[config.mk]
export PLATFORM = sky130hd
export DESIGN_NAME = bk_request_ctl
export DESIGN_NICKNAME = d
export VERILOG_FILES = /design/src/bk_ctrl_pkg.sv /design/src/bk_request_ctl.sv
export SDC_FILE = /design/constraint.sdc
export NUM_CORES = 1
export LEC_CHECK = 0
export ABC_AREA = 1
export BUFFER_PORTS_ARGS = -buffer_cell sky130_fd_sc_hd__buf_2
export CORE_AREA = 4 4 41 43
export DETAILED_ROUTE_END_ITERATION = 7
export DIE_AREA = 0 0 45 47
export PLACE_DENSITY = 0.54
export SKIP_CTS_REPAIR_TIMING = 1
export SKIP_LAST_GASP = 1
export SYNTH_ARGS = -nofsm -noshare
export SYNTH_HDL_FRONTEND = slang
export SYNTH_SLANG_ARGS = --single-unit
export TNS_END_PERCENT = 5
[constraint.sdc]
create_clock -name clk_sys -period 0.8 [get_ports clk_sys]
set_input_delay 0.12 -clock clk_sys [delete_from_list [all_inputs] [get_ports clk_sys]]
set_output_delay 0.12 -clock clk_sys [all_outputs]
set_load 0.02 [all_outputs]
[src/bk_ctrl_pkg.sv]
package bk_ctrl_pkg;

	// direction of a whole transfer as seen from the console
	typedef enum logic {
		DIR_SAVE = 1'b0,
		DIR_LOAD = 1'b1
	} bk_dir_e;

	// three steps of one cartridge sector
	// load: sd read, copy out, advance
	// save: copy in, sd write, advance
	typedef enum logic [1:0] {
		SEQ_ISSUE   = 2'd0,
		SEQ_STEP    = 2'd1,
		SEQ_ADVANCE = 2'd2
	} seq_state_e;

endpackage

[src/bk_request_ctl.sv]
`timescale 1ns/10ps

module bk_request_ctl (
	input  logic clk_sys,
	input  logic rst,
	input  logic save_download,
	input  logic rom_download,
	input  logic img_mounted,
	input  logic img_readonly,
	input  logic bk_load,
	input  logic bk_save,
	input  logic autosave,
	input  logic osd_status,
	input  logic bram_we,
	input  logic cart_en,
	input  logic cart_change,
	input  logic bk_busy,
	output logic bk_ena,
	output logic sav_pending,
	output logic start,
	output logic start_reload,
	output bk_ctrl_pkg::bk_dir_e start_dir
);

	logic save_dl_d;
	logic rom_dl_d;
	logic change_d;
	logic load_d;
	logic save_d;
	logic osd_d;
	logic change;
	logic load_rise;
	logic save_rise;
	logic auto_rise;
	logic rom_fall;

	// cartridge writes only count when that ram is part of the image
	assign change = bram_we | (cart_en & cart_change);

	assign load_rise = bk_load & ~load_d;
	assign save_rise = bk_save & ~save_d;
	assign auto_rise = osd_status & ~osd_d & autosave & sav_pending;
	assign rom_fall  = rom_dl_d & ~rom_download;

	assign start = bk_ena & ~bk_busy & (load_rise | save_rise | auto_rise | rom_fall);
	// reload pulse to the console only for a load from the menu
	assign start_reload = load_rise & ~rom_fall;

	always_comb begin
		if (load_rise || rom_fall) begin
			start_dir = bk_ctrl_pkg::DIR_LOAD;
		end else begin
			start_dir = bk_ctrl_pkg::DIR_SAVE;
		end
	end

	always_ff @(posedge clk_sys) begin
		if (rst) begin
			save_dl_d   <= 1'b0;
			rom_dl_d    <= 1'b0;
			change_d    <= 1'b0;
			load_d      <= 1'b0;
			save_d      <= 1'b0;
			osd_d       <= 1'b0;
			bk_ena      <= 1'b0;
			sav_pending <= 1'b0;
		end else begin
			save_dl_d <= save_download;
			rom_dl_d  <= rom_download;
			change_d  <= change;
			load_d    <= bk_load;
			save_d    <= bk_save;
			osd_d     <= osd_status;

			// save image gets mounted at the end of its download
			if (!save_dl_d && save_download) begin
				bk_ena <= 1'b0;
			end
			if (save_download && img_mounted && !img_readonly) begin
				bk_ena <= 1'b1;
			end

			if (!change_d && change) begin
				sav_pending <= 1'b1;
			end else if (bk_busy) begin
				sav_pending <= 1'b0;
			end
		end
	end

endmodule

==> results of run 1 <==
==> sequential cells by signal, summed over array words and instances, names as in the netlist <==
register / flops
sav_pending: 1
change_d: 1
bk_ena: 1
rom_dl_d: 1
load_d: 1
osd_d: 1
save_d: 1
save_dl_d: 1
==> cell usage after synthesis <==
cell type and instances:
nand3_1 2, nand2_1 8, o21ai_0 1, inv_1 9
inv_2 1, dfxtp_1 8, and2_1 1, nand3b_1 2
a21oi_1 2, a21o_1 1, nor2_1 8
==> area by class of cell <==
cell class	count	area (µm²)	area share
inverters	10	37.5	0.0756
repair buffers	22	129	0.259
flip-flops and latches	8	164	0.330
multi-input cells	25	121	0.244
clock buffers	4	26.3	0.0529
well taps	15	18.8	0.0378
==> where the power goes <==
| part | switching, mW | total, mW | internal (mW) |
|---|---|---|---|
| registers | 0.00888 | 0.431 | 0.422 |
| logic | 0.0754 | 0.150 | 0.0743 |
| clock network | 0.145 | 0.336 | 0.191 |
| total | 0.229 | 0.917 | 0.688 |
==> final timing paths <==
check / startpoint / end / slack (ns) / depth (start not counted)
max reg2reg: sav_pending$_SDFFE_PP0P_ / sav_pending$_SDFFE_PP0P_ / 0.12 / 3
max: load_d$_SDFF_PP0_ / start_reload / -0.37 / 5
min: bk_save / save_d$_SDFF_PP0_ / 0.09 / 3
min reg2reg: change_d$_SDFF_PP0_ / sav_pending$_SDFFE_PP0P_ / 0.46 / 2
==> cell families (layout without fill, tap and decap cells) <==
kind of cell / Yosys count / after routing / synth area share
flops: 8 / 8 / 0.514
simple gates: 21 / 21 / 0.293
buf+inv: 10 / 36 / 0.120
compound gates: 4 / 4 / 0.0723
==> worst register-to-register path: stages, from the launching register on <==
cell     delay, ns
dfxtp_4       0.34
buf_4         0.13
nand3_1       0.07
nand2_1       0.05
==> metal layers <==
metal  part of all wire  vias to the layer above  global-route usage
met2               0.55                       11               0.105
met1               0.37                      141              0.0734
met5                  0                        -                   0
li1                   -                      180                   -
met4                  0                        0              0.0702
met3              0.082                        0              0.0383
==> metrics by stage <==
| step | setup slack (ns) | instances | power (mW) |
|---|---|---|---|
| 2_1_floorplan | -0.0676 | 43 | 0.506 |
| 5_1_grt | -0.418 | 84 | 0.968 |
| 3_3_place_gp | -0.129 | 79 | 0.579 |
| 6_report | -0.366 | 84 | 0.917 |
| 4_1_cts | -0.416 | 83 | 0.926 |
| 3_5_place_dp | -0.136 | 79 | 0.580 |
==> results.md, run 1 <==
* Status: finished with violations
* Failing checks: setup timing
* DR iter-0 viols at 2
* Bufs and invs on worst path at 3
* Post-Syn Area at approximately 310 µm²
* Largest net degree at the start of global routing at 8
* CTS tree: yes
* CP required at 0.68 ns
* Kind of cell adding the most delay to the critical path: buffers and inverters
* Final HPWL DP at 551 µm
* Endpoint class of the critical path: output port
* Period utilisation layout at 1.46
* DR WL/cell at roughly 8.8 µm
* Final Max Tran Viols at 0
* Initial antenna violation count at 0
* Setup ws final at -0.366 ns
* Post-Synthesis Cells at 43
* CP peak stage delay at between 0.2 and 0.3 ns
* Nets@finish at 84
* Synth warnings at 0
* Vias per std cell at slightly below 4
* Worst Skew at between 0.0001 and 0.00015 ns
* Clock root buffer: clkbuf_4
* Leading post-synthesis cells by cell area: dfxtp_1 51%, inv_1 11%, nand2_1 9.6%
* P&R area growth vs syn at 59.4%
* Slew @ Worst Pin at around 0.14 ns
* Router iterations before antenna repair at 3
* Unrepaired setup endpoints after global routing: true
* Cell Rows at 13
* Commonest non-fill, non-tap cell in the layout: buf_2
* Cell area after layout at 497 µm²
* Worst VDD drop at a little under 900 µV
* Vias at around 330
* Core Area at 1300 µm²
* Tot GR Track Use at 0.0721
* Mapped Nets at 57
* Power per cell area at approximately 1800 nW/µm²
* Yosys cell types at 11
* Endpoints failing setup at 5
* Most frequent cells in the layout: 16 x buf_2, 9 x inv_1, 7 x nand2_1, 7 x dfxtp_1, 6 x nor2_1
* Final WL at ~740 µm
* Final hold slack at 0.0870 ns
* Register bit total from synthesis at 8
* CP max FO at 2
* Maxcap violations at 0
* Setup tns final at -1.30 ns
* Cell mode on critical path: buf_4
* Critical-path top delay cell: dfxtp_1
* Vias in the first global route at around 260
* Ant diodes at 0
* H-tree Lvls at 1
* Sequential fraction of the synthesis area at 0.514
* Io pins at 19
* Worst hold path class: in -> reg
* Share of layout cells above drive strength 1 at 0.435
* Fillers at 160
* Sink Count at 8
* Synth Area per Inst at about 7.2 µm²
* Maximum root-to-sink buffer count at 2
* Final hold viol count at 0
* Initial Utilization at 0.239
* CTS clk-pin slew, worst paths at roughly 0.050 ns
* CTS buffer count at 3
* Slew HR at 0.903
* Post-synth top area cell: dfxtp_1
* Period minus WS final at about 1.2 ns
* Worst skew pair latency at 0.26 ns
* Global-route wire length before repair at between 1000 and 1500 µm
* Arrival time worst endpoint at between 1 and 1.5 ns
* FMAX at about 0.86 GHz
* Crit Path Category: reg -> out
* Critical path startpoint category: flop
* Finished Core Util at 0.382
* CP Cell Sequence: inv_1 -> nand2_1 -> buf_4 -> a21oi_1 -> buf_4
* Leak at 0.279 nW
* Final ANT Viol Nets at 0
* Die Y at 47 µm
* Port bufs at 18
* Global route overflow at 0
* DRC errors left at 0
* Die width at between 40 and 50 µm
* Cell area after placement at about 450 µm²
* Synth top area share at 0.514
* Final GP Congestion at ~0.61
* Die footprint at 2120 µm²
Note: power is estimated with default switching activity, not from simulation.
==> run 2, diff against run 1 <==
--- a/config.mk
+++ b/config.mk
@@ -6,11 +6,13 @@
 export NUM_CORES = 1
 export LEC_CHECK = 0
 export ABC_AREA = 1
-export BUFFER_PORTS_ARGS = -buffer_cell sky130_fd_sc_hd__buf_2
+export BUFFER_PORTS_ARGS = -buffer_cell sky130_fd_sc_hd__clkbuf_2
 export CORE_AREA = 4 4 41 43
+export CTS_CLUSTER_DIAMETER = 50
 export DETAILED_ROUTE_END_ITERATION = 7
 export DIE_AREA = 0 0 45 47
 export PLACE_DENSITY = 0.54
+export SETUP_SLACK_MARGIN = 0.3
 export SKIP_CTS_REPAIR_TIMING = 1
 export SKIP_LAST_GASP = 1
 export SYNTH_ARGS = -nofsm -noshare
==> run 2 against run 1 <==
  * Combinational power is 5% lower
  * Flip-flop and latch count is the same
  * Final cell count is 2.4% lower
  * Design area down 3.0%
  * The flow still finishes with violations (setup timing)
  * Clock-buffer cell count unchanged
  * Critical endpoint is now start
  * Sequential power is essentially flat
  * Critical path depth is the same
  * First-iteration DRC count stayed put
==> results.md, run 2 (same netlist as run 1, synthesis figures left out) <==
* Setup tns final at -1.09 ns (+0.205 ns)
* Unrepaired setup endpoints after global routing: true
* Nets@finish at 82 (-2.4%)
* Maximum root-to-sink buffer count at 2 (unchanged)
* Clock root buffer: clkbuf_4
* Final ANT Viol Nets at 0 (unchanged)
* Tot GR Track Use at 0.0856 (+0.0135)
* DR WL/cell at 8.67 µm (-1.7%)
* CTS clk-pin slew, worst paths at 0.06 ns (about the same)
* Arrival time worst endpoint at 1.02 ns (-0.03 ns)
* Maxcap violations at 0 (unchanged)
* Setup ws final at -0.337 ns (+0.0283 ns)
* Sink Count at 8 (unchanged)
* Crit Path Category: reg -> out
* Final hold slack at 0.0719 ns (-0.0151 ns)
* Pwr Total at 0.901 mW (-1.8%)
* Cell Rows at 13 (unchanged)
* Io pins at 19 (unchanged)
* DRC errors left at 0 (unchanged)
* Router iterations before antenna repair at 2 (-1)
* Endpoints failing setup at 5 (unchanged)
* Final GP Congestion at 0.595 (-3.0%)
* Worst Skew at 0.00855 ns (+0.00843 ns)
* Die Y at 47 µm (unchanged)
* Global-route wire length before repair at 1200 µm (+18%)
* Worst VDD drop at 881 µV (+1.7%)
* Endpoint class of the critical path: output port
* DR iter-0 viols at 2 (unchanged)
* P&R area growth vs syn at 54.6%
* Worst hold path class: in -> reg
* Vias per std cell at 4.12 (+4.3%)
* Initial antenna violation count at 0 (unchanged)
* Worst skew pair latency at 0.25 ns (about the same)
* FMAX at 0.879 GHz (+2.5%)
* Slew @ Worst Pin at 0.161 ns (+0.0169 ns)
* Power per cell area at 1870 nW/µm² (+1.3%)
* Period utilisation layout at 1.42 (-0.0353)
* H-tree Lvls at 1 (unchanged)
* Final HPWL DP at 593 µm (+7.7%)
* Largest net degree at the start of global routing at 8 (unchanged)
* Initial Utilization at 0.239 (unchanged)
* Core Area at 1300 µm² (unchanged)
* Vias in the first global route at 294 (+14%)
* Ant diodes at 0 (unchanged)
* Slew HR at 0.893 (-0.0103)
* Failing checks: setup timing
* Die width at 45 µm (unchanged)
* Die footprint at 2120 µm² (unchanged)
* Final hold viol count at 0 (unchanged)
* CTS tree: yes
* Finished Core Util at 0.370 (-0.0115)
* Port bufs at 18 (unchanged)
* Period minus WS final at 1.14 ns (-0.0283 ns)
* Status: finished with violations
* Critical path startpoint category: flop
* CP required at 0.68 ns (about the same)
* Final Max Tran Viols at 0 (unchanged)
* Commonest non-fill, non-tap cell in the layout: clkbuf_2
* Final WL at 711 µm (-4.0%)
* CP max FO at 2 (unchanged)
* Global route overflow at 0 (unchanged)
* Vias at 338 (+1.8%)
* # placed instances at 78 (-1.3%)
* CTS buffer count at 3 (unchanged)
* Final cell count without fillers at 82 (-2.4%)
* Share of layout cells above drive strength 1 at 0.433 (-0.00195)
* Leak at 0.272 nW (-2.7%)
* Most frequent cells in the layout: 17 x clkbuf_2, 9 x inv_1, 7 x dfxtp_1, 6 x nand2_1, 6 x nor2_1
* Fillers at 154 (-3.8%)
-- run 2: report_power, final --
part | total (mW) | switching, mW | leakage, nW | internal (mW)
Combinational | 0.142 | 0.0753 | 0.189 | 0.0668
Clock | 0.328 | 0.137 | 0.0150 | 0.191
Sequential | 0.431 | 0.00854 | 0.0671 | 0.422
-- run 2: final timing paths --
| kind | from | depth (start not counted) | slack (ns) | to |
|---|---|---|---|---|
| setup / recovery | sav_pending$_SDFFE_PP0P_ | 5 | -0.34 | start |
| hold / removal | bk_save | 3 | 0.07 | save_d$_SDFF_PP0_ |
| setup reg to reg | sav_pending$_SDFFE_PP0P_ | 3 | 0.10 | sav_pending$_SDFFE_PP0P_ |
| hold reg to reg | change_d$_SDFF_PP0_ | 2 | 0.46 | sav_pending$_SDFFE_PP0P_ |
-- run 2: area by class of cell --
cell class / instances / area, µm² / share of cell area
clock buffer: 4 / 26.3 / 0.0545
tap: 15 / 18.8 / 0.0390
timing repair buffer: 20 / 111 / 0.231
multi-input combinational: 25 / 124 / 0.257
sequential: 8 / 164 / 0.340
inverter: 10 / 37.5 / 0.0779
-- run 2: worst max-delay path: stages (launching register included) --
cell and delay [ns]:
dfxtp_4 0.35, nand2_2 0.04, nor2_2 0.10, nor2_1 0.06, nor2_2 0.09, buf_6 0.12
-- run 2: per-layer routing --
layer | global-route usage | share of wire | up-vias
li1 | - | - | 177
met1 | 0.0989 | 0.39 | 150
met2 | 0.116 | 0.52 | 9
met3 | 0.0460 | 0.070 | 2
met4 | 0.0702 | 0.013 | 0
met5 | 0 | 0 | -
-- run 2: through the flow --
step,area (µm²),worst slack [ns]
6_report,482,-0.337
5_1_grt,482,-0.451
4_1_cts,468,-0.433
3_5_place_dp,442,-0.148
3_3_place_gp,442,-0.128
2_1_floorplan,318,-0.0676
==> run 3, diff against run 2 <==
--- a/config.mk
+++ b/config.mk
@@ -7,10 +7,10 @@
 export LEC_CHECK = 0
 export ABC_AREA = 1
 export BUFFER_PORTS_ARGS = -buffer_cell sky130_fd_sc_hd__clkbuf_2
-export CORE_AREA = 4 4 41 43
+export CORE_AREA = 2 2 39 41
 export CTS_CLUSTER_DIAMETER = 50
 export DETAILED_ROUTE_END_ITERATION = 7
-export DIE_AREA = 0 0 45 47
+export DIE_AREA = 0 0 41 43
 export PLACE_DENSITY = 0.54
 export SETUP_SLACK_MARGIN = 0.3
 export SKIP_CTS_REPAIR_TIMING = 1
==> run 3 against run 2 <==
  * The run still ends with setup timing left
  * Non-clock buffer count increased by 1
  * Clock power about the same
  * Flip-flop and latch count unchanged
  * Power increased by 1.3%
  * Core utilization decreased by 0.49 points
  * Hold slack got worse by 0.0041 ns
  * Wire length decreased by 9.4%
  * Design area increased by 4.9%
  * Sequential power about the same
  * Via count decreased by 3.8%
  * Register-to-register slack about the same
  * Critical endpoint unchanged
==> results.md, run 3 (same netlist as run 1, synthesis figures left out) <==
* Status: finished with violations
* Failing checks: setup timing
* Die footprint at 1760 µm² (-17%)
* Maximum root-to-sink buffer count at 2 (unchanged)
* Endpoints failing setup at 5 (unchanged)
* Worst VDD drop at 909 µV (+3.2%)
* Cell area after layout at 505 µm² (+4.9%)
* Worst Skew at 0.0105 ns (+0.00196 ns)
* Final ANT Viol Nets at 0 (unchanged)
* Worst hold path class: in -> reg
* Multi-input gate area at 136 µm² (+10%)
* Endpoint class of the critical path: output port
* Final hold viol count at 0 (unchanged)
* Cell area after placement at 450 µm² (+2.0%)
* Final cell count without fillers at 84 (+2.4%)
* Worst skew pair latency at 0.26 ns (about the same)
* Arrival time worst endpoint at 1.00 ns (-0.02 ns)
* Fillers at 156 (+1.3%)
* Vias in the first global route at 265 (-9.9%)
* Initial antenna violation count at 0 (unchanged)
* Port bufs at 18 (unchanged)
* Largest net degree at the start of global routing at 8 (unchanged)
* P&R area growth vs syn at 62.2%
* H-tree Lvls at 1 (unchanged)
* Power per cell area at 1810 nW/µm² (-3.4%)
* Io pins at 19 (unchanged)
* Cell Rows at 14 (+1)
* Unrepaired setup endpoints after global routing: true
* Final WL at 644 µm (-9.4%)
* Clock root buffer: clkbuf_4
* Vias per std cell at 3.87 (-6.1%)
* Leak at 0.280 nW (+3.2%)
* Slew @ Worst Pin at 0.161 ns (+0.000468 ns)
* DR WL/cell at 7.67 µm (-12%)
* Final GP Congestion at 0.589 (-0.94%)
* Nets@finish at 83 (+1.2%)
* Final hold slack at 0.0678 ns (-0.00412 ns)
* Router iterations before antenna repair at 4 (+2)
* Final HPWL DP at 524 µm (-12%)
* Die Y at 43 µm (-8.5%)
* Maxcap violations at 0 (unchanged)
* Global route overflow at 0 (unchanged)
* Global-route wire length before repair at 1020 µm (-15%)
* Kind of cell adding the most delay to the critical path: flip-flops
* Period minus WS final at 1.12 ns (-0.0127 ns)
* DRC errors left at 0 (unchanged)
* CP required at 0.68 ns (about the same)
* FMAX at 0.889 GHz (+1.1%)
* DR iter-0 viols at 3 (+1)
* CP peak stage delay at 0.34 ns (about the same)
* Final Max Tran Viols at 0 (unchanged)
* Ant diodes at 0 (unchanged)
* Most frequent cells in the layout: 17 x clkbuf_2, 8 x inv_1, 5 x nor2_1, 5 x dfxtp_1
* Slew HR at 0.893 (about the same)
* Critical path startpoint category: flop
* Initial Utilization at 0.225 (-0.0143)
* CTS buffer count at 3 (unchanged)
* # placed instances at 80 (+2.6%)
* CP max FO at 2 (unchanged)
* Bufs and invs on worst path at 1 (unchanged)
* Critical-path top delay cell: dfxtp_4
* Period utilisation layout at 1.41 (-0.0158)
* CP Cell Sequence: nand2_2 -> nor2_2 -> nor2_2 -> nor2_2 -> buf_6
* Sink Count at 8 (unchanged)
* Setup ws final at -0.325 ns (+0.0127 ns)
* CTS tree: yes
* Cell mode on critical path: nor2_2
* Reg area at 166 µm² (+1.5%)
* Core Area at 1380 µm² (+6.3%)
* Finished Core Util at 0.365 (-0.00491)
* Commonest non-fill, non-tap cell in the layout: clkbuf_2
* Crit Path Category: reg -> out
* Die width at 41 µm (-8.9%)
* CTS clk-pin slew, worst paths at 0.06 ns (about the same)
* Tot GR Track Use at 0.0938 (+0.00810)
* Share of layout cells above drive strength 1 at 0.544 (+0.111)
* Vias at 325 (-3.8%)
run 3: final cells by class:
type | instances | area share
well taps | 16 | 0.0396
multi-input cells | 25 | 0.270
clock buffers | 4 | 0.0520
repair buffers | 21 | 0.235
flip-flops and latches | 8 | 0.329
inverters | 10 | 0.0743
run 3: stage by stage:
stage | TNS (ns) | power, mW | worst slack [ns]
after floorplan | -0.115 | 0.506 | -0.0676
after global placement | -0.134 | 0.577 | -0.120
after detailed placement | -0.147 | 0.579 | -0.135
after CTS | -1.34 | 0.925 | -0.431
after global routing | -1.51 | 0.985 | -0.407
final | -1.18 | 0.913 | -0.325
run 3: power by group:
group	internal, mW	leakage, nW	switching [mW]
clock network	0.191	0.0150	0.138
registers	0.423	0.0677	0.00833
logic	0.0720	0.198	0.0800
total	0.686	0.280	0.227
run 3: per-layer routing:
| metal | up-vias | part of all wire | global-route usage |
|---|---|---|---|
| li1 | 180 | - | - |
| met1 | 131 | 0.45 | 0.114 |
| met2 | 12 | 0.45 | 0.106 |
| met3 | 2 | 0.071 | 0.0785 |
| met4 | 0 | 0.022 | 0.0600 |
| met5 | - | 0 | 0 |
run 3: path summary, 6_finish.rpt:
| path | from | endpoint | slack (ns) | depth (start not counted) |
|---|---|---|---|---|
| max | sav_pending$_SDFFE_PP0P_ | start | -0.32 | 5 |
| min | osd_status | osd_d$_SDFF_PP0_ | 0.07 | 3 |
| max reg2reg | sav_pending$_SDFFE_PP0P_ | sav_pending$_SDFFE_PP0P_ | 0.11 | 3 |
| min reg2reg | change_d$_SDFF_PP0_ | sav_pending$_SDFFE_PP0P_ | 0.46 | 2 |
run 3: worst register-to-register path, stage by stage (launching register included):
cell	delay, ns
dfxtp_4	0.34
buf_4	0.13
nand3_1	0.07
nand2_1	0.05
