## src/bk_geom_pkg.sv

```systemverilog
package bk_geom_pkg;

	////////////////////////////////////////////////////////////////////////////
	// image layout

	// internal backup ram occupies the first sectors of the image
	localparam int BRAM_SECTORS = 16;
	// one sd sector is 256 sixteen-bit words
	localparam int SECTOR_WORDS = 256;
	localparam int SD_ADDR_W = $clog2(SECTOR_WORDS);

	////////////////////////////////////////////////////////////////////////////
	// address widths

	// console byte port, 8 KB
	localparam int BRAM_ADDR_W = 13;
	// byte address inside the one-sector staging buffer
	localparam int BUF_ADDR_W = 9;
	localparam int LBA_W = 11;
	// 10-bit cartridge sector above the 9-bit byte
	localparam int CART_ADDR_W = 19;

	// region 0 is internal ram, anything else is cartridge
	typedef struct packed {
		logic [6:0] region;
		logic [3:0] sector;
	} bk_lba_int_s;

	typedef union packed {
		bk_lba_int_s internal;
		logic [LBA_W-1:0] flat;
	} bk_lba_u;

endpackage

```

## src/bk_ctrl_pkg.sv

```systemverilog
package bk_ctrl_pkg;

	// direction of a whole transfer as seen from the console
	typedef enum logic {
		DIR_SAVE = 1'b0,
		DIR_LOAD = 1'b1
	} bk_dir_e;

	// three steps of one cartridge sector
	// load: sd read, copy out, advance
	// save: copy in, sd write, advance
	typedef enum logic [1:0] {
		SEQ_ISSUE   = 2'd0,
		SEQ_STEP    = 2'd1,
		SEQ_ADVANCE = 2'd2
	} seq_state_e;

endpackage

```

## src/bk_cart_copier.sv

```systemverilog
`timescale 1ns/10ps

module bk_cart_copier (
	input  logic clk_sys,
	input  logic rst,
	input  logic copy_start,
	input  bk_ctrl_pkg::bk_dir_e copy_dir,
	input  bk_geom_pkg::bk_lba_u sd_lba,
	input  logic cart_busy,
	input  logic [7:0] cart_rdata,
	input  logic [7:0] buf_rdata,
	output logic copy_done,
	output logic [bk_geom_pkg::CART_ADDR_W-1:0] cart_addr,
	output logic [7:0] cart_wdata,
	output logic cart_rd,
	output logic cart_wr,
	output logic [bk_geom_pkg::BUF_ADDR_W-1:0] buf_addr,
	output logic buf_we,
	output logic [7:0] buf_wdata
);

	localparam int LBA_W = bk_geom_pkg::LBA_W;
	localparam int CART_SEC_W = bk_geom_pkg::CART_ADDR_W - bk_geom_pkg::BUF_ADDR_W;

	logic [CART_SEC_W-1:0] cart_sec;
	logic busy_d;
	logic waiting;
	logic busy_rise;
	logic busy_fall;

	assign busy_rise = cart_busy & ~busy_d;
	assign busy_fall = busy_d & ~cart_busy;

	assign cart_addr  = {cart_sec, buf_addr};
	assign cart_wdata = buf_rdata;
	assign buf_wdata  = cart_rdata;
	// read data is only valid in the cycle busy falls
	assign buf_we = copy_start & ~copy_done & waiting & busy_fall
		& (copy_dir == bk_ctrl_pkg::DIR_SAVE);

	// cartridge sectors start right after the internal ones
	always_ff @(posedge clk_sys) begin
		cart_sec <= CART_SEC_W'(sd_lba.flat - LBA_W'(bk_geom_pkg::BRAM_SECTORS));
	end

	always_ff @(posedge clk_sys) begin
		if (rst) begin
			busy_d    <= 1'b0;
			waiting   <= 1'b0;
			buf_addr  <= '0;
			copy_done <= 1'b0;
			cart_rd   <= 1'b0;
			cart_wr   <= 1'b0;
		end else begin
			busy_d <= cart_busy;

			// request accepted by the cartridge ram
			if (busy_rise) begin
				cart_rd <= 1'b0;
				cart_wr <= 1'b0;
			end

			if (!copy_start) begin
				buf_addr  <= '0;
				waiting   <= 1'b0;
				copy_done <= 1'b0;
			end else if (!copy_done) begin
				if (!waiting) begin
					cart_wr <= (copy_dir == bk_ctrl_pkg::DIR_LOAD);
					cart_rd <= (copy_dir == bk_ctrl_pkg::DIR_SAVE);
					waiting <= 1'b1;
				end else if (busy_fall) begin
					waiting <= 1'b0;
					if (&buf_addr) begin
						copy_done <= 1'b1;
					end else begin
						buf_addr <= buf_addr + 1'b1;
					end
				end
			end
		end
	end

endmodule

```

## config.mk

```make
export PLATFORM = sky130hd
export DESIGN_NAME = bk_cart_copier
export DESIGN_NICKNAME = d
export VERILOG_FILES = /design/src/bk_geom_pkg.sv /design/src/bk_ctrl_pkg.sv /design/src/bk_cart_copier.sv
export SDC_FILE = /design/constraint.sdc
export NUM_CORES = 1
export LEC_CHECK = 0
export ABC_AREA = 1
export BUFFER_PORTS_ARGS = -buffer_cell sky130_fd_sc_hd__buf_2
export CAP_MARGIN = 10
export CORE_UTILIZATION = 40
export DETAILED_ROUTE_END_ITERATION = 16
export HOLD_SLACK_MARGIN = 0.06
export PLACE_DENSITY = 0.78
export RECOVER_POWER = 25
export SETUP_SLACK_MARGIN = 0.5
export SYNTH_ARGS = -nofsm -noshare
export SYNTH_HDL_FRONTEND = slang
export SYNTH_SLANG_ARGS = --single-unit
```

## constraint.sdc

```tcl
create_clock -name clk_sys -period 3.1 [get_ports clk_sys]
set_clock_uncertainty 0.15 [all_clocks]
set_input_delay 0.62 -clock clk_sys [delete_from_list [all_inputs] [get_ports clk_sys]]
set_output_delay 0.62 -clock clk_sys [all_outputs]
set_load 0.02 [all_outputs]
```

==> impl_results.md, run 1 <==
* Reg power frac at 60.1%
* DRT antenna net count at 0
* Leading area contributor after synthesis: dfxtp_1
* R2r setup slk at 1.0 ns
* # fillers at 279
* Residual DRC count at 0
* Max clock buf depth at 2
* Initial antenna violation count at 0
* IO Count at 80
* Die X at 55.6 um
* Diode count at 0
* Peak supply drop at 0.386 mV
* Reg clk slew, reported paths at 0.13 ns
* Number of global-route vias before repair at 723
* CP Max Fanout at 15
* CP Launch Point: buf_addr[0]
* Setup violators final at 0
* Total of warnings raised by yosys at 0
* Post-synth EDFFs at 0
* Ys flop type: dfxtp_1
* Num CTS Buffers at 3
* Final setup TNS at 0 ns
* Most numerous cell in the Yosys netlist: buf_4
* Psw at 0.000127 W
* Postcts setup bufs at 0
* Clk_lat worst skew at 0.31 ns
* Critical Path End Type: flip-flop
* Flops & latches, synth at 24
* Register area share after synthesis at 41.9%
* Status: complete, no violations
* Most common library cells after synthesis: buf_4, dfxtp_1, nand2_1, inv_1, nor2_1
* GR Overflow Total at 0
* Top cell type's share of synthesized area at 41.9%
* 1st-pass router iterations at 4
* Via total after detailed routing at 905
* Crit path time final at 2.10 ns
* Area grow syn2layout at 8.72%
* Top cells by area, synth: dfxtp_1, buf_4, nand2_1
* Endpoints failing hold at 0
* Final Non-Filler Cells at 198
* CP Data Arrival Time at 2.21 ns
* Root buffer cell: clkbuf_4
* Multi-input logic area at 395 um2
* Min-delay worst type: input pin to flip-flop
* Pint at 0.000414 W
* Async set-reset flop share out of synthesis at 0%
* Tcrit/Tclk final at 67.8%
* Post-synthesis average cell area at 8.02 um2
* Setup crit start kind: flip-flop
* Total of max-cap violations at 0
* Hold Path Sink: cart_sec[3]
* Power Density at 434 mW/mm2
* Sequential Area at 480 um2
* CTS Hold Bufs at 0
* Max-slew violation total from the final report at 0
* Sw frac at 23.5%
* Iter 0 DRT Violations at 8
* Rows at 19
* Pin count of the biggest net entering global routing at 16
* Clock Sinks at 24
* Die height at 55.6 um
* Placed Instances at 194
* Static power due to leakage at 0.650 nW
* Mapped Area at 0.00115 mm2
* DR WL/cell at 9.17 um
* Die area at 0.00309 mm2
* Vias per std cell at 4.57
* Worst flop-to-flop path endpoint: buf_addr[3]
* Clock power share at 29.6%
* Maximum clock rate at 0.475 GHz
* Depth of the worst hold-timing path at 1
* IO Port Bufs at 46
* Initial Util at 42.0%
* Final HPWL DP at 1450 um
* Core area at 0.00273 mm2
* Worst hold start: sd_lba[3]
* Fin nets at 203
* Unrepaired setup endpoints after global routing: false
* Worst slew margin at 76.5%
* H-tree level count at 1
* Critical Path RT at 3.21 ns
* Combinational share of power at 10.3%
* Layout cells sized above 1 at 34.1%
* Syn Inst Count at 143
* First-pass GRT wire length at 3050 um
* Synth Net Count at 178
* CTS resizes at 0
* Total global-route track usage at 12.2%
* CP Class: flip-flop to flip-flop
* RePlAce Congestion at 0.785
* CTS tree: built
* Routed WL at 1820 um
* Worst-Margin Slew at 0.350 ns
* Distinct cells, synth at 22
* FF-to-FF Start: buf_addr[0]
* Worst r2r path cells at 12
metrics by stage:
| step | total power [W] | area [um2] | worst slack, ns | hold slack (ns) | util, % |
|---|---|---|---|---|---|
| floorplan | 0.000396 | 1150 | 1.02 | 0.325 | - |
| global placement | 0.000389 | 1220 | 1.06 | 0.319 | 44.5 |
| detailed placement | 0.000389 | 1220 | 1.02 | 0.322 | 44.5 |
| CTS | 0.000549 | 1250 | 0.994 | 0.246 | 45.9 |
| global route | 0.000571 | 1250 | 0.805 | 0.226 | 45.6 |
| finish | 0.000541 | 1250 | 0.997 | 0.261 | 45.6 |
area by class of cell:
cell class	count	area share, %
inverters	18	5.42
flip-flops and latches	24	38.5
repair buffers	46	18.4
clock buffers	4	2.91
well taps	31	3.11
multi-input cells	75	31.7
sequential cells by signal, indices dropped and copies added (netlist names):
signal	count
busy_d	1
cart_rd	1
copy_done	1
cart_wr	1
buf_addr	9
waiting	1
cart_sec	10
placed cells by master, fill, tap and decap left out:
cell,count
nand4_1,2
nor2_1,17
xor2_1,3
inv_2,1
nor2_4,1
ha_1,3
xnor2_1,2
clkbuf_4,3
clkbuf_8,1
o21ai_2,1
or2_2,1
a21oi_1,5
a21oi_2,3
inv_1,17
clkbuf_1,1
nand3_1,7
buf_2,45
nor3_1,2
nand2_1,23
o211ai_1,1
dfxtp_1,24
o21ai_0,3
nor2_2,1
logic make-up after synthesis:
kind of cell / synth area share [%]
buffers and inverters: 23.2
AOI/OAI and AO/OA: 7.20
xor gates and xnor gates: 3.82
DFF: 41.9
adders and majority gates: 3.27
and+or+nand+nor: 20.6
power groups by stage:
| stage | combinational [W] | sequential (W) | clock, W |
|---|---|---|---|
| 2_1_floorplan | 0.0000485 | 0.000347 | 0 |
| 3_3_place_gp | 0.0000567 | 0.000332 | 0 |
| 3_5_place_dp | 0.0000571 | 0.000332 | 0 |
| 4_1_cts | 0.0000573 | 0.000326 | 0.000166 |
| 5_1_grt | 0.0000622 | 0.000327 | 0.000182 |
| 6_report | 0.0000559 | 0.000325 | 0.000160 |
per-layer routing:
| metal | part of all wire [%] | track usage, % |
|---|---|---|
| met5 | 0 | 0 |
| met4 | 0.88 | 5.71 |
| met3 | 10 | 5.62 |
| met2 | 44 | 16.7 |
| met1 | 45 | 16.3 |
worst max-delay path by stage:
stage                       end  depth (start not counted)
finish              buf_addr[3]                         12
global route        buf_addr[3]                         12
CTS                 buf_addr[3]                         12
detailed placement  buf_addr[3]                         12
global placement    buf_addr[3]                         12
floorplan           buf_addr[6]                         12
worst max-delay path, cell delays in order, from the launching register on:
cell and delay (ns):
dfxtp_1 0.44, ha_1 0.22, nand2_1 0.08, nor3_1 0.29, nand2_1 0.10, nor2_1 0.12
ha_1 0.17, nor2_2 0.04, inv_2 0.07, nor2_4 0.08, inv_1 0.11, nand2_1 0.07
a21oi_2 0.12
(Power assumes the default switching activity.)
==> run 2, diff against run 1 <==
CORE_UTILIZATION = 36   (was 40)
PLACE_DENSITY = 0.74   (was 0.78)
clock period = 1.8 ns   (was 3.1 ns; I/O delays follow)
==> run 2 against run 1 <==
The run now ends with negative setup slack left; clock-buffer cell count unchanged; design area up 49%; clock power up 110%; power up 93%; critical path depth up 1; via count up 17%; sequential share of layout area down 10 points; largest cell class is now non-clock buffers.
==> impl_results.md, run 2 (synthesis gave the netlist of run 1 again) <==
* H-tree level count at 1
* GR Overflow Total at 0
* Clock Sinks at 24
* Final HPWL DP at 1520 um
* Crit path time final at 1.84 ns
* Fin nets at 231
* Commonest non-fill, non-tap cell in the layout: buf_6
* Psw at 0.000250 W
* Initial antenna violation count at 0
* Number of global-route vias before repair at 1026
* Placed Instances at 213
* Unrepaired setup endpoints after global routing: true
* IO Count at 80
* Static power due to leakage at 0.874 nW
* Worst-Margin Slew at 0.316 ns
* Die X at 58.5 um
* Residual DRC count at 0
* Root buffer cell: clkbuf_4
* Violated checks: negative setup slack
* Clock power share at 32.3%
* RePlAce Congestion at 0.737
* Core area at 0.00303 mm2
* Pin count of the biggest net entering global routing at 15
* Setup WS post-layout at -0.0409 ns
* CP Data Arrival Time at 1.92 ns
* Setup violators final at 2
* IO Port Bufs at 46
* Critical Path RT at 1.87 ns
* Area grow syn2layout at 61.5%
* Clk_lat worst skew at 0.32 ns
* Setup crit start kind: flip-flop
* Initial Util at 37.9%
* Reg clk slew, reported paths at 0.14 ns
* Peak supply drop at 0.475 mV
* Max-slew violation total from the final report at 0
* 1st-pass router iterations at 3
* Total power at 0.00104 W
* Min-delay worst type: input pin to flip-flop
* Max clock buf depth at 2
* Total of max-cap violations at 0
* Biggest register: cart_sec
* Diode count at 0
* Tcrit/Tclk final at 102%
* Via total after detailed routing at 1059
* Iter 0 DRT Violations at 3
* Pint at 0.000795 W
* Critical Path End Type: flip-flop
* Power Density at 564 mW/mm2
* First-pass GRT wire length at 4180 um
* CP Class: flip-flop to flip-flop
* Die area at 0.00342 mm2
* Routed WL at 2660 um
* CP Max Fanout at 9
* Vias per std cell at 4.43
* Num CTS Buffers at 3
* Layout cells sized above 1 at 57.9%
* Maximum clock rate at 0.543 GHz
* Largest registers: cart_sec (10), buf_addr (9)
* Die height at 58.5 um
* DR WL/cell at 11.1 um
* Combinational share of power at 14.4%
* Endpoints failing hold at 0
* Final core occ at 61.2%
* Highest-count cells in the layout ignoring fill and taps: buf_6, nand2_1, nor2_1, inv_1, dfxtp_2
* CTS tree: built
* Sw frac at 23.9%
* Final Non-Filler Cells at 239
* DRT antenna net count at 0
* Total global-route track usage at 16.0%
* Status: finished with violations
* Largest register FFs at 10
* Rows at 20
* Worst slew margin at 78.9%
* Reg power frac at 53.3%
[run 2: worst paths after layout]
path                    start     endpoint  slack [ns]  cells after the start
hold / removal      sd_lba[7]  cart_sec[7]         0.1                      2
hold reg to reg       cart_wr      cart_wr        0.34                      2
setup / recovery  buf_addr[0]  buf_addr[0]       -0.04                     13
setup reg to reg  buf_addr[0]  buf_addr[0]       -0.04                     13
[run 2: per-stage QoR]
stage / hold slack [ns] / worst slack, ns / cell area, um2 / setup TNS (ns)
6_report: 0.0980 / -0.0409 / 1850 / -0.0434
5_1_grt: 0.0991 / -0.166 / 1850 / -1.12
4_1_cts: 0.0695 / -0.0471 / 1770 / -0.0826
3_5_place_dp: 0.315 / -0.0580 / 1320 / -0.258
3_3_place_gp: 0.310 / -0.0486 / 1320 / -0.225
2_1_floorplan: 0.238 / 0.00317 / 1190 / 0
[run 2: final cells by class]
type | count | area, um2
sequential | 24 | 529
fill | 251 | 1170
timing repair buffer | 74 | 692
clock buffer | 4 | 47.5
tap | 44 | 55.1
multi-input combinational | 75 | 462
inverter | 18 | 67.6
[run 2: metal layers]
metal,part of all wire [%],global-route usage (%),up-vias
met5,0,0,-
met4,0.79,6.12,0
met3,6.0,5.05,3
met2,57,29.6,30
met1,37,16.8,499
li1,-,-,527
[run 2: critical path, stage by stage, from the launching register on]
cell and delay [ns]:
dfxtp_4 0.38, ha_4 0.14, nand2_4 0.06, nor3_4 0.11
nand2_1 0.07, nor2_1 0.11, ha_2 0.18, nor2_2 0.03
inv_2 0.06, nor2_4 0.04, buf_12 0.13, buf_6 0.11
o21ai_2 0.11, a21oi_2 0.04
[run 2: what timing repair did]
item	CTS	global route
setup endpoints to repair	42	45
gates resized for setup	83	21
endpoints found under the hold margin	9	0
pin swaps	1	2
setup buffers	11	3
hold buffers	8	0
[run 2: power by group through the flow]
stage | registers [W] | logic (W) | clock network, W
after global placement | 0.000569 | 0.000100 | 0
after floorplan | 0.000595 | 0.0000839 | 0
after global routing | 0.000560 | 0.000161 | 0.000370
after detailed placement | 0.000570 | 0.000101 | 0
after CTS | 0.000559 | 0.000144 | 0.000348
final | 0.000557 | 0.000150 | 0.000338
==> run 3, diff against run 2 <==
==> constraint.sdc (replaced) <==
create_clock -name clk_sys -period 1.8 [get_ports clk_sys]
set_clock_uncertainty 0.15 [all_clocks]
set_input_delay 0.09 -clock clk_sys [delete_from_list [all_inputs] [get_ports clk_sys]]
set_output_delay 0.09 -clock clk_sys [all_outputs]
set_load 0.02 [all_outputs]
==> run 3 against run 2 <==
The flow still finishes with violations (negative setup slack); power is 4.6% lower; setup slack better by 0.018 ns; critical endpoint unchanged; worst hold slack improved by 0.025 ns; clock-buffer cell count stayed put; largest cell class unchanged; highest routed layer unchanged; via count grew 4.4%; sequential cell count unchanged.
==> impl_results.md, run 3 (synthesis gave the netlist of run 1 again) <==
* Status: finished with violations
* CP Class: flip-flop to flip-flop
* Violated checks: negative setup slack
* # fillers at 256
* Max-slew violation total from the final report at 0
* Commonest non-fill, non-tap cell in the layout: buf_2
* M1 GR Usage at 16.0%
* Largest register FFs at 10
* Crit path time final at 1.82 ns
* Static power due to leakage at 0.904 nW
* Final Non-Filler Cells at 258
* Die area at 0.00342 mm2
* Diode count at 0
* Min-delay worst type: input pin to flip-flop
* CP Max Fanout at 4
* DRT antenna net count at 0
* Peak supply drop at 0.539 mV
* Layout cells sized above 1 at 47.2%
* Initial antenna violation count at 0
* Placed Instances at 219
* Worst slew margin at 76.6%
* Tcrit/Tclk final at 101%
* H-tree level count at 1
* Pin count of the biggest net entering global routing at 14
* Max clock buf depth at 2
* Die height at 58.5 um
* Worst-Margin Slew at 0.351 ns
* Final HPWL DP at 1530 um
* Root buffer cell: clkbuf_4
* IO Count at 80
* R2r setup slk at -0.02 ns
* Setup crit start kind: flip-flop
* Initial Util at 37.9%
* Biggest register: cart_sec
* Total global-route track usage at 14.4%
* GR Overflow Total at 0
* Via total after detailed routing at 1106
* Final core occ at 60.3%
* Die X at 58.5 um
* First-pass GRT wire length at 3840 um
* Iter 0 DRT Violations at 9
* RePlAce Congestion at 0.783
* Core area at 0.00303 mm2
* Num CTS Buffers at 3
* Worst flop-to-flop path endpoint: buf_addr[0]
* Maximum clock rate at 0.549 GHz
* Largest registers: cart_sec (10), buf_addr (9)
* 1st-pass router iterations at 6
* Fin nets at 250
* CP Launch Point: buf_addr[0]
* Worst hold start: cart_busy
* Depth of the worst hold-timing path at 6
* Number of global-route vias before repair at 921
* Setup violators final at 1
* Sequential Area at 495 um2
* Clk_lat worst skew at 0.31 ns
* Top Usage Layer GRT: met2
* Critical Path RT at 1.86 ns
* Met2 Resource Use GR at 27.8%
* DR WL/cell at 10.2 um
* Highest-count cells in the layout ignoring fill and taps: buf_2, dlygate4sd3_1, nand2_1
* Clock Sinks at 24
* FF-to-FF Start: buf_addr[0]
* CP Data Arrival Time at 1.88 ns
* Residual DRC count at 0
* Setup WS post-layout at -0.0231 ns
* Routed WL at 2630 um
* Unrepaired setup endpoints after global routing: true
* Power Density at 546 mW/mm2
* Multi-input logic area at 505 um2
* End of the critical path: buf_addr[0]
* Global Route met3 Usage at 4.18%
* Total of max-cap violations at 0
* CTS tree: built
* Vias per std cell at 4.29
* IO Port Bufs at 46
* Endpoints failing hold at 0
* Reg clk slew, reported paths at 0.13 ns
* Critical Path End Type: flip-flop
* Area grow syn2layout at 59.1%
* Rows at 20
* Worst r2r path cells at 13
* Dpl ws at -0.0349 ns
run 3: changes by cell type in the layout (fill, tap and decap cells not counted), sizes merged:
| cell | previous run | this run |
|---|---|---|
| buf | 65 | 61 |
| dlygate4sd3 | 8 | 31 |
run 3: area by class of cell:
| cell class | instances | share of cell area (%) |
|---|---|---|
| Tap cell | 44 | 3.02 |
| Timing Repair Buffer | 93 | 36.9 |
| Inverter | 18 | 3.84 |
| Multi-Input combinational cell | 75 | 27.7 |
| Clock buffer | 4 | 1.44 |
| Sequential cell | 24 | 27.1 |
run 3: stage by stage:
stage	power, W	area, um2	setup TNS, ns	hold slack (ns)
2_1_floorplan	0.000679	1180	0	-0.0323
3_3_place_gp	0.000669	1360	0	0.0301
3_5_place_dp	0.000671	1360	-0.0479	0.0301
4_1_cts	0.000995	1740	-0.0312	0.0576
5_1_grt	0.00104	1830	-0.569	0.171
6_report	0.000997	1830	-0.0231	0.123
run 3: metal layers:
| metal | vias up | routed length (um) |
|---|---|---|
| met2 | 37 | 1450 |
| met1 | 503 | 1010 |
| met5 | - | 0 |
| met4 | 0 | 34 |
| li1 | 560 | - |
| met3 | 6 | 129 |
run 3: worst min path at each step:
stage | slack, ns | end
3_3_place_gp | 0.03 | buf_wdata[3]
5_1_grt | 0.17 | waiting
2_1_floorplan | -0.03 | cart_sec[0]
6_report | 0.12 | copy_done
3_5_place_dp | 0.03 | buf_wdata[3]
4_1_cts | 0.06 | copy_done
run 3: report_power, final:
group | total, W | leakage [nW] | internal [W] | switching [W]
logic | 0.000197 | 0.686 | 0.0000906 | 0.000106
clock network | 0.000243 | 0.0150 | 0.0000863 | 0.000157
registers | 0.000557 | 0.203 | 0.000550 | 0.00000676
run 3: worst max-delay path: stages (launching register included):
cell and delay [ns]:
dfxtp_4 0.38, ha_4 0.15, nand2_4 0.06, nor3_4 0.12, nand2_1 0.06, nor2_1 0.11, ha_2 0.19, nor2_2 0.04
inv_2 0.07, nor2_4 0.05, buf_6 0.12, buf_6 0.11, o21ai_2 0.09, a21oi_1 0.04
run 3: timing repair:
item,in CTS,in global routing
endpoints found under the hold margin,31,4
pin swaps,2,5
cloned,0,1
gates resized for setup,15,18
setup buffers,1,2
hold buffers,31,1
endpoints found under the setup margin,11,13
